## config.mk

```make
export PLATFORM = sky130hd
export DESIGN_NAME = uart_cmd_bridge
export DESIGN_NICKNAME = d
export VERILOG_FILES = /design/src/uart_pkg.sv /design/src/uart_cfg_if.sv /design/src/uart_cfg_regs.sv /design/src/uart_cmd_bridge.sv /design/src/uart_cmd_seq.sv /design/src/uart_frame_rx.sv /design/src/uart_frame_tx.sv
export SDC_FILE = /design/constraint.sdc
export NUM_CORES = 1
export LEC_CHECK = 0
export ABC_AREA = 1
export BUFFER_PORTS_ARGS = -buffer_cell sky130_fd_sc_hd__buf_2
export CAP_MARGIN = 30
export CORE_ASPECT_RATIO = 1.4
export CORE_UTILIZATION = 50
export CTS_BUF_LIST = sky130_fd_sc_hd__clkbuf_16
export CTS_CLUSTER_DIAMETER = 50
export DETAILED_ROUTE_END_ITERATION = 10
export MAX_ROUTING_LAYER = met4
export PLACE_DENSITY = 0.68
export SYNTH_ARGS = -nofsm -noshare
export SYNTH_HDL_FRONTEND = slang
export SYNTH_SLANG_ARGS = --single-unit
```

## constraint.sdc

```tcl
create_clock -name clk -period 6.2 [get_ports clk]
set_clock_uncertainty 0.05 [all_clocks]
set_input_delay 0.31 -clock clk [delete_from_list [all_inputs] [get_ports clk]]
set_output_delay 0.31 -clock clk [all_outputs]
set_load 0.1 [all_outputs]
```

## src/uart_pkg.sv

```systemverilog
`default_nettype none

package uart_pkg;

  // frame format
  localparam int data_bits    = 8;
  localparam int cmd_width    = 16;
  localparam int cmd_kind_bit = 15;

  // baud divisor in clocks per bit
  localparam int div_width = 16;
  localparam logic [div_width-1:0] default_divisor = 16'd434;

  // parity after reset is enabled and odd
  localparam logic default_parity_en  = 1'b1;
  localparam logic default_parity_odd = 1'b1;

  // config register map
  localparam int cfg_addr_width = 1;
  localparam logic [cfg_addr_width-1:0] cfg_addr_div    = 1'b0;
  localparam logic [cfg_addr_width-1:0] cfg_addr_parity = 1'b1;

  // fields of the parity register
  localparam int parity_en_bit  = 0;
  localparam int parity_odd_bit = 1;

endpackage

`default_nettype wire

```

## src/uart_cfg_if.sv

```systemverilog
`default_nettype none

interface uart_cfg_if;
  import uart_pkg::*;

  logic [div_width-1:0] divisor;
  logic                 parity_en;
  logic                 parity_odd;
  // frame in flight on either line
  logic                 tx_busy;
  logic                 rx_busy;

  modport regs (output divisor, output parity_en, output parity_odd,
                input tx_busy, input rx_busy);
  modport tx (input divisor, input parity_en, input parity_odd, output tx_busy);
  modport rx (input divisor, input parity_en, input parity_odd, output rx_busy);

endinterface

`default_nettype wire

```

## src/uart_cfg_regs.sv

```systemverilog
`default_nettype none

module uart_cfg_regs (
  input  logic                                clk,
  input  logic                                rst_n,
  input  logic                                cfg_req,
  input  logic [uart_pkg::cfg_addr_width-1:0] cfg_addr,
  input  logic [uart_pkg::div_width-1:0]      cfg_wdata,
  output logic                                cfg_ack,
  uart_cfg_if.regs                            cfg
);
  import uart_pkg::*;

  logic [div_width-1:0] divisor;
  logic                 parity_en;
  logic                 parity_odd;
  logic                 line_busy;
  logic                 wr_en;

  // hold off the write until no frame is on either line
  assign line_busy = cfg.tx_busy || cfg.rx_busy;
  assign wr_en     = cfg_req && !cfg_ack && !line_busy;

  always_ff @(posedge clk or negedge rst_n) begin
    if (!rst_n) begin
      divisor    <= default_divisor;
      parity_en  <= default_parity_en;
      parity_odd <= default_parity_odd;
      cfg_ack    <= 1'b0;
    end else begin
      if (wr_en) begin
        cfg_ack <= 1'b1;
        if (cfg_addr == cfg_addr_div) begin
          divisor <= cfg_wdata;
        end else if (cfg_addr == cfg_addr_parity) begin
          parity_en  <= cfg_wdata[parity_en_bit];
          parity_odd <= cfg_wdata[parity_odd_bit];
        end
      end else if (cfg_ack && !cfg_req) begin
        cfg_ack <= 1'b0;
      end
    end
  end

  assign cfg.divisor    = divisor;
  assign cfg.parity_en  = parity_en;
  assign cfg.parity_odd = parity_odd;

endmodule

`default_nettype wire

```

## src/uart_cmd_bridge.sv

```systemverilog
`default_nettype none

module uart_cmd_bridge (
  input  logic                                clk,
  input  logic                                rst_n,
  input  logic                                cmd_req,
  input  logic [uart_pkg::cmd_width-1:0]      cmd_data,
  output logic                                cmd_ack,
  input  logic                                cfg_req,
  input  logic [uart_pkg::cfg_addr_width-1:0] cfg_addr,
  input  logic [uart_pkg::div_width-1:0]      cfg_wdata,
  output logic                                cfg_ack,
  output logic                                tx,
  input  logic                                rx,
  output logic [uart_pkg::data_bits-1:0]      rd_data,
  output logic                                rd_valid,
  output logic                                rd_parity_err,
  output logic                                rd_frame_err
);
  import uart_pkg::*;

  logic [data_bits-1:0] byte_data;
  logic                 byte_req;
  logic                 byte_ack;

  // shared by the register block and both line engines
  uart_cfg_if cfg_bus ();

  uart_cfg_regs uart_cfg_regs_inst (
    .clk       (clk),
    .rst_n     (rst_n),
    .cfg_req   (cfg_req),
    .cfg_addr  (cfg_addr),
    .cfg_wdata (cfg_wdata),
    .cfg_ack   (cfg_ack),
    .cfg       (cfg_bus.regs)
  );

  uart_cmd_seq uart_cmd_seq_inst (
    .clk       (clk),
    .rst_n     (rst_n),
    .cmd_req   (cmd_req),
    .cmd_data  (cmd_data),
    .cmd_ack   (cmd_ack),
    .byte_data (byte_data),
    .byte_req  (byte_req),
    .byte_ack  (byte_ack)
  );

  uart_frame_tx uart_frame_tx_inst (
    .clk       (clk),
    .rst_n     (rst_n),
    .byte_data (byte_data),
    .byte_req  (byte_req),
    .byte_ack  (byte_ack),
    .tx        (tx),
    .cfg       (cfg_bus.tx)
  );

  uart_frame_rx uart_frame_rx_inst (
    .clk           (clk),
    .rst_n         (rst_n),
    .rx            (rx),
    .rd_data       (rd_data),
    .rd_valid      (rd_valid),
    .rd_parity_err (rd_parity_err),
    .rd_frame_err  (rd_frame_err),
    .cfg           (cfg_bus.rx)
  );

endmodule

`default_nettype wire

```

## src/uart_cmd_seq.sv

```systemverilog
`default_nettype none

module uart_cmd_seq (
  input  logic                           clk,
  input  logic                           rst_n,
  input  logic                           cmd_req,
  input  logic [uart_pkg::cmd_width-1:0] cmd_data,
  output logic                           cmd_ack,
  output logic [uart_pkg::data_bits-1:0] byte_data,
  output logic                           byte_req,
  input  logic                           byte_ack
);
  import uart_pkg::*;

  typedef enum logic [2:0] {s_idle, s_hi, s_hi_rel, s_lo, s_done} seq_state_t;

  seq_state_t           state;
  logic [cmd_width-1:0] cmd_lat;

  always_ff @(posedge clk or negedge rst_n) begin
    if (!rst_n) begin
      state    <= s_idle;
      cmd_ack  <= 1'b0;
      byte_req <= 1'b0;
    end else begin
      case (state)
        s_idle: begin
          if (cmd_req && !cmd_ack && !byte_ack) begin
            byte_req <= 1'b1;
            state    <= s_hi;
          end
        end
        s_hi: begin
          if (byte_ack) begin
            byte_req <= 1'b0;
            // read request ends after the upper byte
            if (cmd_lat[cmd_kind_bit]) begin
              state <= s_hi_rel;
            end else begin
              cmd_ack <= 1'b1;
              state   <= s_done;
            end
          end
        end
        s_hi_rel: begin
          if (!byte_ack) begin
            byte_req <= 1'b1;
            state    <= s_lo;
          end
        end
        s_lo: begin
          if (byte_ack) begin
            byte_req <= 1'b0;
            cmd_ack  <= 1'b1;
            state    <= s_done;
          end
        end
        s_done: begin
          if (!cmd_req) begin
            cmd_ack <= 1'b0;
            state   <= s_idle;
          end
        end
        default: state <= s_idle;
      endcase
    end
  end

  // command and outgoing byte
  always_ff @(posedge clk) begin
    if (state == s_idle && cmd_req && !cmd_ack && !byte_ack) begin
      cmd_lat   <= cmd_data;
      byte_data <= cmd_data[cmd_width-1 -: data_bits];
    end else if (state == s_hi_rel && !byte_ack) begin
      byte_data <= cmd_lat[data_bits-1:0];
    end
  end

endmodule

`default_nettype wire

```

## src/uart_frame_rx.sv

```systemverilog
`default_nettype none

module uart_frame_rx (
  input  logic                           clk,
  input  logic                           rst_n,
  input  logic                           rx,
  output logic [uart_pkg::data_bits-1:0] rd_data,
  output logic                           rd_valid,
  output logic                           rd_parity_err,
  output logic                           rd_frame_err,
  uart_cfg_if.rx                         cfg
);
  import uart_pkg::*;

  typedef enum logic [1:0] {s_idle, s_start, s_bits} rx_state_t;

  rx_state_t            state;
  logic                 rx_meta;
  logic                 rx_sync;
  logic                 rx_prev;
  logic [div_width-1:0] bit_cnt;
  // samples taken after the start bit
  logic [3:0]           bit_idx;
  logic [3:0]           stop_idx;
  logic [data_bits-1:0] data_sh;
  logic                 par_bit;
  logic                 half_pt;
  logic                 bit_end;
  logic                 stop_pt;

  assign half_pt  = (bit_cnt == (cfg.divisor >> 1));
  assign bit_end  = (bit_cnt == cfg.divisor - div_width'(1));
  assign stop_idx = cfg.parity_en ? 4'(data_bits + 1) : 4'(data_bits);
  assign stop_pt  = (state == s_bits) && bit_end && (bit_idx == stop_idx);

  // line idles high
  always_ff @(posedge clk or negedge rst_n) begin
    if (!rst_n) begin
      rx_meta <= 1'b1;
      rx_sync <= 1'b1;
      rx_prev <= 1'b1;
    end else begin
      rx_meta <= rx;
      rx_sync <= rx_meta;
      rx_prev <= rx_sync;
    end
  end

  always_ff @(posedge clk or negedge rst_n) begin
    if (!rst_n) begin
      state         <= s_idle;
      cfg.rx_busy   <= 1'b0;
      bit_cnt       <= '0;
      bit_idx       <= '0;
      rd_valid      <= 1'b0;
      rd_parity_err <= 1'b0;
      rd_frame_err  <= 1'b0;
    end else begin
      rd_valid <= 1'b0;
      case (state)
        s_idle: begin
          if (rx_prev && !rx_sync) begin
            bit_cnt     <= '0;
            cfg.rx_busy <= 1'b1;
            state       <= s_start;
          end
        end
        s_start: begin
          if (half_pt) begin
            bit_cnt <= '0;
            bit_idx <= '0;
            // a glitch rather than a start bit
            if (!rx_sync) begin
              state <= s_bits;
            end else begin
              cfg.rx_busy <= 1'b0;
              state       <= s_idle;
            end
          end else begin
            bit_cnt <= bit_cnt + div_width'(1);
          end
        end
        s_bits: begin
          if (bit_end) begin
            bit_cnt <= '0;
            bit_idx <= bit_idx + 4'd1;
            if (stop_pt) begin
              rd_valid      <= 1'b1;
              rd_parity_err <= cfg.parity_en && (par_bit != (^data_sh ^ cfg.parity_odd));
              rd_frame_err  <= !rx_sync;
              cfg.rx_busy   <= 1'b0;
              state         <= s_idle;
            end
          end else begin
            bit_cnt <= bit_cnt + div_width'(1);
          end
        end
        default: state <= s_idle;
      endcase
    end
  end

  // lsb arrives first
  always_ff @(posedge clk) begin
    if (state == s_bits && bit_end) begin
      if (bit_idx < 4'(data_bits)) begin
        data_sh <= {rx_sync, data_sh[data_bits-1:1]};
      end else if (bit_idx == 4'(data_bits) && cfg.parity_en) begin
        par_bit <= rx_sync;
      end
    end
    if (stop_pt) begin
      rd_data <= data_sh;
    end
  end

endmodule

`default_nettype wire

```

## src/uart_frame_tx.sv

```systemverilog
`default_nettype none

module uart_frame_tx (
  input  logic                           clk,
  input  logic                           rst_n,
  input  logic [uart_pkg::data_bits-1:0] byte_data,
  input  logic                           byte_req,
  output logic                           byte_ack,
  output logic                           tx,
  uart_cfg_if.tx                         cfg
);
  import uart_pkg::*;

  typedef enum logic [1:0] {s_idle, s_load, s_shift} tx_state_t;

  tx_state_t            state;
  logic [data_bits-1:0] byte_lat;
  // stop, parity and data go out from bit 0
  logic [data_bits+1:0] shreg;
  logic [div_width-1:0] bit_cnt;
  logic [3:0]           bit_idx;
  logic [3:0]           stop_idx;
  logic                 bit_end;
  logic                 par_bit;

  assign bit_end  = (bit_cnt == cfg.divisor - div_width'(1));
  // idle level fills the slot when parity is off
  assign par_bit  = cfg.parity_en ? (^byte_lat ^ cfg.parity_odd) : 1'b1;
  assign stop_idx = cfg.parity_en ? 4'(data_bits + 2) : 4'(data_bits + 1);

  always_ff @(posedge clk or negedge rst_n) begin
    if (!rst_n) begin
      state       <= s_idle;
      byte_ack    <= 1'b0;
      tx          <= 1'b1;
      cfg.tx_busy <= 1'b0;
      bit_cnt     <= '0;
      bit_idx     <= '0;
    end else begin
      case (state)
        s_idle: begin
          if (byte_req && !byte_ack) begin
            cfg.tx_busy <= 1'b1;
            state       <= s_load;
          end else if (!byte_req) begin
            byte_ack <= 1'b0;
          end
        end
        s_load: begin
          // start bit
          tx      <= 1'b0;
          bit_cnt <= '0;
          bit_idx <= '0;
          state   <= s_shift;
        end
        s_shift: begin
          if (bit_end) begin
            bit_cnt <= '0;
            if (bit_idx == stop_idx) begin
              tx          <= 1'b1;
              cfg.tx_busy <= 1'b0;
              byte_ack    <= 1'b1;
              state       <= s_idle;
            end else begin
              tx      <= shreg[0];
              bit_idx <= bit_idx + 4'd1;
            end
          end else begin
            bit_cnt <= bit_cnt + div_width'(1);
          end
        end
        default: state <= s_idle;
      endcase
    end
  end

  always_ff @(posedge clk) begin
    if (state == s_idle && byte_req && !byte_ack) begin
      byte_lat <= byte_data;
    end else if (state == s_load) begin
      shreg <= {1'b1, par_bit, byte_lat};
    end else if (state == s_shift && bit_end) begin
      shreg <= {1'b1, shreg[data_bits+1:1]};
    end
  end

endmodule

`default_nettype wire

```

**Yosys cells after proc, flatten, opt, wreduce, memory -nomap -nowiden**

Index checks and enable logic that the tools add are counted.
Widths: inputs -> output; s select.

- Flip-flop bits (word level): 136
- Input port bits: 38

- Reductions and logical operators: 58
- Order comparisons: 1
- Mux-type cells: 68
- Add/sub/neg operators: 5
- Bitwise gates (word level): 5
- Equal/unequal tests: 33

Operators with widths:

| cell | number |
|---|---|
| $mux 16 | 4 |
| $pmux 16 s3 | 1 |
| $add 16x1->16 const B | 2 |
| $eq 16x16->1 | 2 |
| $pmux 16 s2 | 1 |
| $mux 1 | 28 |
| $ne 2x1->1 const B | 12 |
| $logic_and 1x1->1 | 18 |
| $mux 2 | 9 |
| $mux 3 | 6 |
| $mux 9 | 2 |
| $eq 16x15->1 | 1 |
| $mux 4 | 4 |
| $mux 8 | 2 |
| $pmux 4 s2 | 2 |
| $reduce_xor 8->1 | 2 |
| $sub 16x1->16 const B | 1 |
| $pmux 3 s5 | 1 |
| $reduce_and 3->1 | 5 |
| $reduce_and 5->1 | 3 |
| $ne 2x2->1 const B | 6 |
| $pmux 2 s3 | 2 |
| $reduce_and 2->1 | 6 |
| $reduce_and 4->1 | 3 |
| other kinds (22) | 47 |

**Logic depth before layout (Yosys ltp)**

- Depth in word-level cells: 7
- Mapped depth: 18

**Cells and area by module**

Synthesis repeated with hierarchy kept, for this count alone.

- Cell total of the unflattened synthesis: 950
- Area total of the unflattened synthesis: 7,917.6 µm²

By module, submodules not included:

| module | area each (µm²) | sequential area each (µm²) | times used | cells each |
|---|---|---|---|---|
| uart_frame_rx | 3,264.4 | 1,239.9 | 1 | 402 |
| uart_frame_tx | 2,826.5 | 1,137.3 | 1 | 375 |
| uart_cmd_seq | 955.9 | 635.6 | 1 | 87 |
| uart_cfg_regs | 870.8 | 484.2 | 1 | 86 |

**Worst setup path before layout**

Ideal clock, no wire load.

- Path type: register to register
- Start point: register uart_cfg_regs_inst.divisor[1] (netlist: uart_cfg_regs_inst.cfg.divisor[1])
- End point: register uart_frame_rx_inst.data_sh[0], enable pin
- Arrival: 2.238 ns
- Cell stages (with the launch flop): 12
- Setup slack: 3.542 ns
- Data required time: 5.780 ns
- Setup time: 0.370 ns
- Clock period less this slack: 2.658 ns
- Path buffers: 0
- Cells stage by stage: dfstp_2 inv_1 ha_1 xnor2_1 inv_1 nand2_1 nand2_1 nor2_1 nand4_1 nor4_1 nand3_1 nor2_1

- Word-level cells in the longest chain between the ends: 4

RTL lines:

| item | RTL line | RTL |
|---|---|---|
| start: declaration | uart_cfg_regs.sv:14 | `logic [div_width-1:0] divisor;` |
| start signal: assignment | uart_cfg_regs.sv:26 | `divisor <= default_divisor;` |
| start signal: assignment | uart_cfg_regs.sv:34 | `divisor <= cfg_wdata;` |
| $sub 16x1->16 | uart_frame_rx.sv:32 | `assign bit_end = (bit_cnt == cfg.divisor - div_width'(1));` |
| $eq 16x16->1 | uart_frame_rx.sv:32 |  |
| $logic_and 1x1->1 | uart_frame_rx.sv:105 | `if (state == s_bits && bit_end) begin` |
| $reduce_and 2->1 (no line) | - |  |
| end signal: assignment | uart_frame_rx.sv:107 | `data_sh <= {rx_sync, data_sh[data_bits-1:1]};` |
| end: declaration | uart_frame_rx.sv:25 | `logic [data_bits-1:0] data_sh;` |

No other way between the ends.
A chain may end at the register's enable or synchronous reset.

**Worst setup path after layout**

- Start point: register uart_cfg_regs_inst.divisor[1] (netlist: uart_cfg_regs_inst.cfg.divisor[1])
- End point: register uart_frame_rx_inst.rd_data[7] (netlist bit), enable pin

- Word-level cells in the longest chain between the ends: 4

RTL lines:

| item | RTL line | RTL |
|---|---|---|
| $sub 16x1->16 | uart_frame_rx.sv:32 |  |
| $eq 16x16->1 | uart_frame_rx.sv:32 |  |
| $logic_and 1x1->1 (2 in series) | uart_frame_rx.sv:34 | `assign stop_pt = (state == s_bits) && bit_end && (bit_idx == stop_idx);` |
| end signal: assignment | uart_frame_rx.sv:113 | `rd_data <= data_sh;` |
| end: declaration | uart_frame_rx.sv:7 | `output logic [uart_pkg::data_bits-1:0] rd_data,` |

No other way between the ends.

==> impl_metrics.toml <==
[timing]
final_critical_path_setup_slack_ns = 3.00
timing.slew.headroom = 0.470
timing.fmax_mhz = 313
period_needed_ns = 3.20
slew_violations = 0
finalHoldViolCount = 0
worst_slew_pin_slew_ns = 0.792
setup_total_negative_slack_ns = 0
holdWs_ns = 0.0259
grt_setup_unrepaired = "no"
setup-violations-final = 0
period_share = 0.515

[status]
status = "completed"

[floorplanning]
initial_utilization = 0.516
core.rowCount = 51
fp.dieH_um = 144
die_area_um2 = 14900
die_x_um = 103
ports_placed_on_the_boundary = 52
core_area_um2 = 14000

[placed_design]
place.port_buffers = 51
dp_slack_ns = 3.01
finalWeightedCongestion = 0.969
postPlaceCellArea_um2 = 7650
place_hpwl_um = 12200
post_placement_cell_count = 1088

[power]
static-leakage-power_nw = 3.69
power.ir.vdd_worst_v = 0.000236
total_power_divided_by_cell_area_nw_per_um2 = 373
design_power_total_mw = 3.11

[logic_synthesis]
postSynth.asyncResetShare = 0.605
yosys.area.top_type_share = 0.233
synth.lib_cells_used.distinct = 39
synthFlopType = "dfrtp_1"
yosys_warnings = 0
synth-seq-area-share = 0.485
mappedNetlistNets = 914
ys_seq_elements = 129
yosys.area.top_type = "dfrtp_1"
synthTopCellsByArea = "dfrtp_1, edfxtp_1, nand2_1"
synthCells = 862
synth_edf_count = 51
synth_area_um2 = 7210
avg_cell_area_syn_um2 = 8.37

[global_route]
overflow = 0
grt_pass1_vias = 5536
grt_pass1_wl_um = 26800
grt_antenna_before_repair = 0
global_route_usage_sum = 0.249
grt_start_max_net_pins = 54

[setup_path]
worst_endpoint_data_arrival_time_ns = 3.21
worstPathMaxFanout = 8
critPathBufInv = 2
type_of_element_capturing_the_critical_path = "register"
crit_required_ns = 6.21
worstPathCellList = "inv_1 > ha_1 > xnor2_1 > inv_1 > nand2_1 > nand2_1 > nor2_1 > nand4_1 > nor4_1 > nand3_1 > nor2_1"
path_class = "register to register"
crit_path_max_incr_delay_ns = 0.61
timing.critical_path.from_type = "register"
cp_top_family = "simple AND/OR/NAND/NOR gates"
cpMaxStageDelayCell = "nor2_1"

[cts]
clock_sinks = 129
clock_tree.root_cell = "clkbuf_16"
ctsResizeCount = 0
cts-buffers-inserted = 17
clk_latency_ns = 0.43
worst_setup_hold_path_clk_slew_ns = 0.06
buffer_levels_on_the_longest_clock_path = 2
clock_tree.htree_level_count = 4
cts_tree = "done"

[finish]
final_core_util = 0.597
flow.area_growth_from_synthesis_pct = 15.7
layout-drive-gt1-share = 0.161
fin_cells = 1130
final_layout_net_count = 984
antenna_cells = 0
layout.cell_area.non_filler_um2 = 8340

[detailed_routing]
avgRoutedWirePerCell_um = 14.4
drtAntennaViolNets = 0
drt-initial-drc-count = 247
drt-vias-per-instance = 5.12
drt_wl_total_um = 16300
route.vias.total = 5780
drt_drc_violations_left = 0
drt_first_pass_iters = 4

[hold_path]
worst_hold_path_type = "primary input to register"

[run]
drv_cap = 0
## path summary, 6_finish.rpt
kind | start | to | slack (ns) | cells after the start
max reg2reg | uart_cfg_regs_inst.cfg.divisor[1] | uart_frame_rx_inst.rd_data[7] | 3.00 | 11
max in group asynchronous | rst_n | uart_frame_rx_inst.rd_parity_err | 4.83 | 3
min reg2reg | uart_frame_rx_inst.rx_meta | uart_frame_rx_inst.rx_sync | 0.31 | 0
min | cmd_data[15] | uart_cmd_seq_inst.cmd_lat[15] | 0.03 | 1
max | uart_cfg_regs_inst.cfg.divisor[1] | uart_frame_rx_inst.rd_data[7] | 3.00 | 11
min in group asynchronous | rst_n | uart_cfg_regs_inst.cfg.divisor[3] | 0.28 | 2
## placed cells by master, fill, tap and decap left out, drive strengths merged
cell type,netlist,layout
a21oi,7,7
nand2,272,272
clkbuf,8,17
o21bai,1,1
dfrtp,67,67
clkinv,1,4
a22oi,1,1
mux2,1,1
nand3b,4,4
dlygate4sd3,0,10
inv,91,102
ha,14,14
xor2,46,46
or2,5,5
nor2,98,98
nand4,32,32
and2,2,2
o22ai,3,3
xnor2,18,18
nand3,64,64
edfxtp,51,51
o21ai,34,34
nor4,8,8
nor3,16,16
and3,2,2
dfstp,11,11
buf,5,54
clkinvlp,0,1
## worst register-to-register path: stages, from the launching register on
cell and delay (ns):
dfstp_2 0.58, inv_1 0.07, ha_1 0.22, xnor2_1 0.28
inv_1 0.07, nand2_1 0.06, nand2_1 0.06, nor2_1 0.16
nand4_1 0.12, nor4_1 0.34, nand3_1 0.23, nor2_1 0.61
## cells in the mapped netlist, drive strengths merged, types with 2 or more instances
master and count:
a21oi 7, and2 2, and3 2, buf 5
clkbuf 8, dfrtp 67, dfstp 11, edfxtp 51
ha 14, inv 91, nand2 272, nand3 64
nand3b 4, nand4 32, nor2 98, nor3 16
nor4 8, o21ai 34, o22ai 3, or2 5
xnor2 18, xor2 46
## metal layers
metal | up-vias | global-route usage | share of wire
li1 | 2940 | - | -
met1 | 2652 | 0.295 | 0.43
met2 | 139 | 0.403 | 0.49
met3 | 49 | 0.0522 | 0.041
met4 | 0 | 0.118 | 0.039
met5 | - | - | 0
## registers in the layout (all words and copies together), names as in the netlist, 2 cells and up
| register | flops |
|---|---|
| uart_frame_rx_inst.data_sh | 8 |
| uart_frame_tx_inst.byte_lat | 8 |
| uart_frame_rx_inst.state | 2 |
| uart_frame_rx_inst.bit_cnt | 16 |
| uart_cmd_seq_inst.state | 3 |
| uart_frame_rx_inst.bit_idx | 4 |
| uart_frame_tx_inst.bit_idx | 4 |
| uart_cfg_regs_inst.cfg.divisor | 16 |
| uart_cmd_seq_inst.byte_data | 8 |
| uart_frame_rx_inst.rd_data | 8 |
| uart_frame_tx_inst.shreg | 9 |
| uart_frame_tx_inst.state | 2 |
| uart_cmd_seq_inst.cmd_lat | 9 |
| uart_frame_tx_inst.bit_cnt | 16 |
## power by group
part | switching, mW | total, mW | internal [mW]
clock network | 0.442 | 0.982 | 0.540
registers | 0.127 | 1.11 | 0.980
logic | 0.691 | 1.02 | 0.327
total | 1.26 | 3.11 | 1.85
## cell families (layout without fill, tap and decap cells)
logic type,after synthesis,in the layout,synth area share
buffers and inverters,105,188,0.0576
flip-flops,129,129,0.485
multiplexers,1,1,0.00156
adder cells (fa/ha/maj),14,14,0.0243
AND/OR/NAND/NOR,503,503,0.319
AO/OA/AOI/OAI,46,46,0.0352
XOR/XNOR,64,64,0.0777
## cell type report
| class | instances | area, um^2 |
|---|---|---|
| Inverter | 92 | 345 |
| Sequential cell | 129 | 3500 |
| Fill cell | 1265 | 5630 |
| Timing Repair Buffer | 64 | 380 |
| Tap cell | 185 | 231 |
| Clock inverter | 15 | 160 |
| Clock buffer | 17 | 425 |
| Multi-Input combinational cell | 628 | 3300 |
## repair_timing
action                                 in CTS  in global routing
buffers inserted                            0                  0
endpoints found under the hold margin      30                  0
hold buffers                               10                  0
Power figures use the tool's default switching activity.
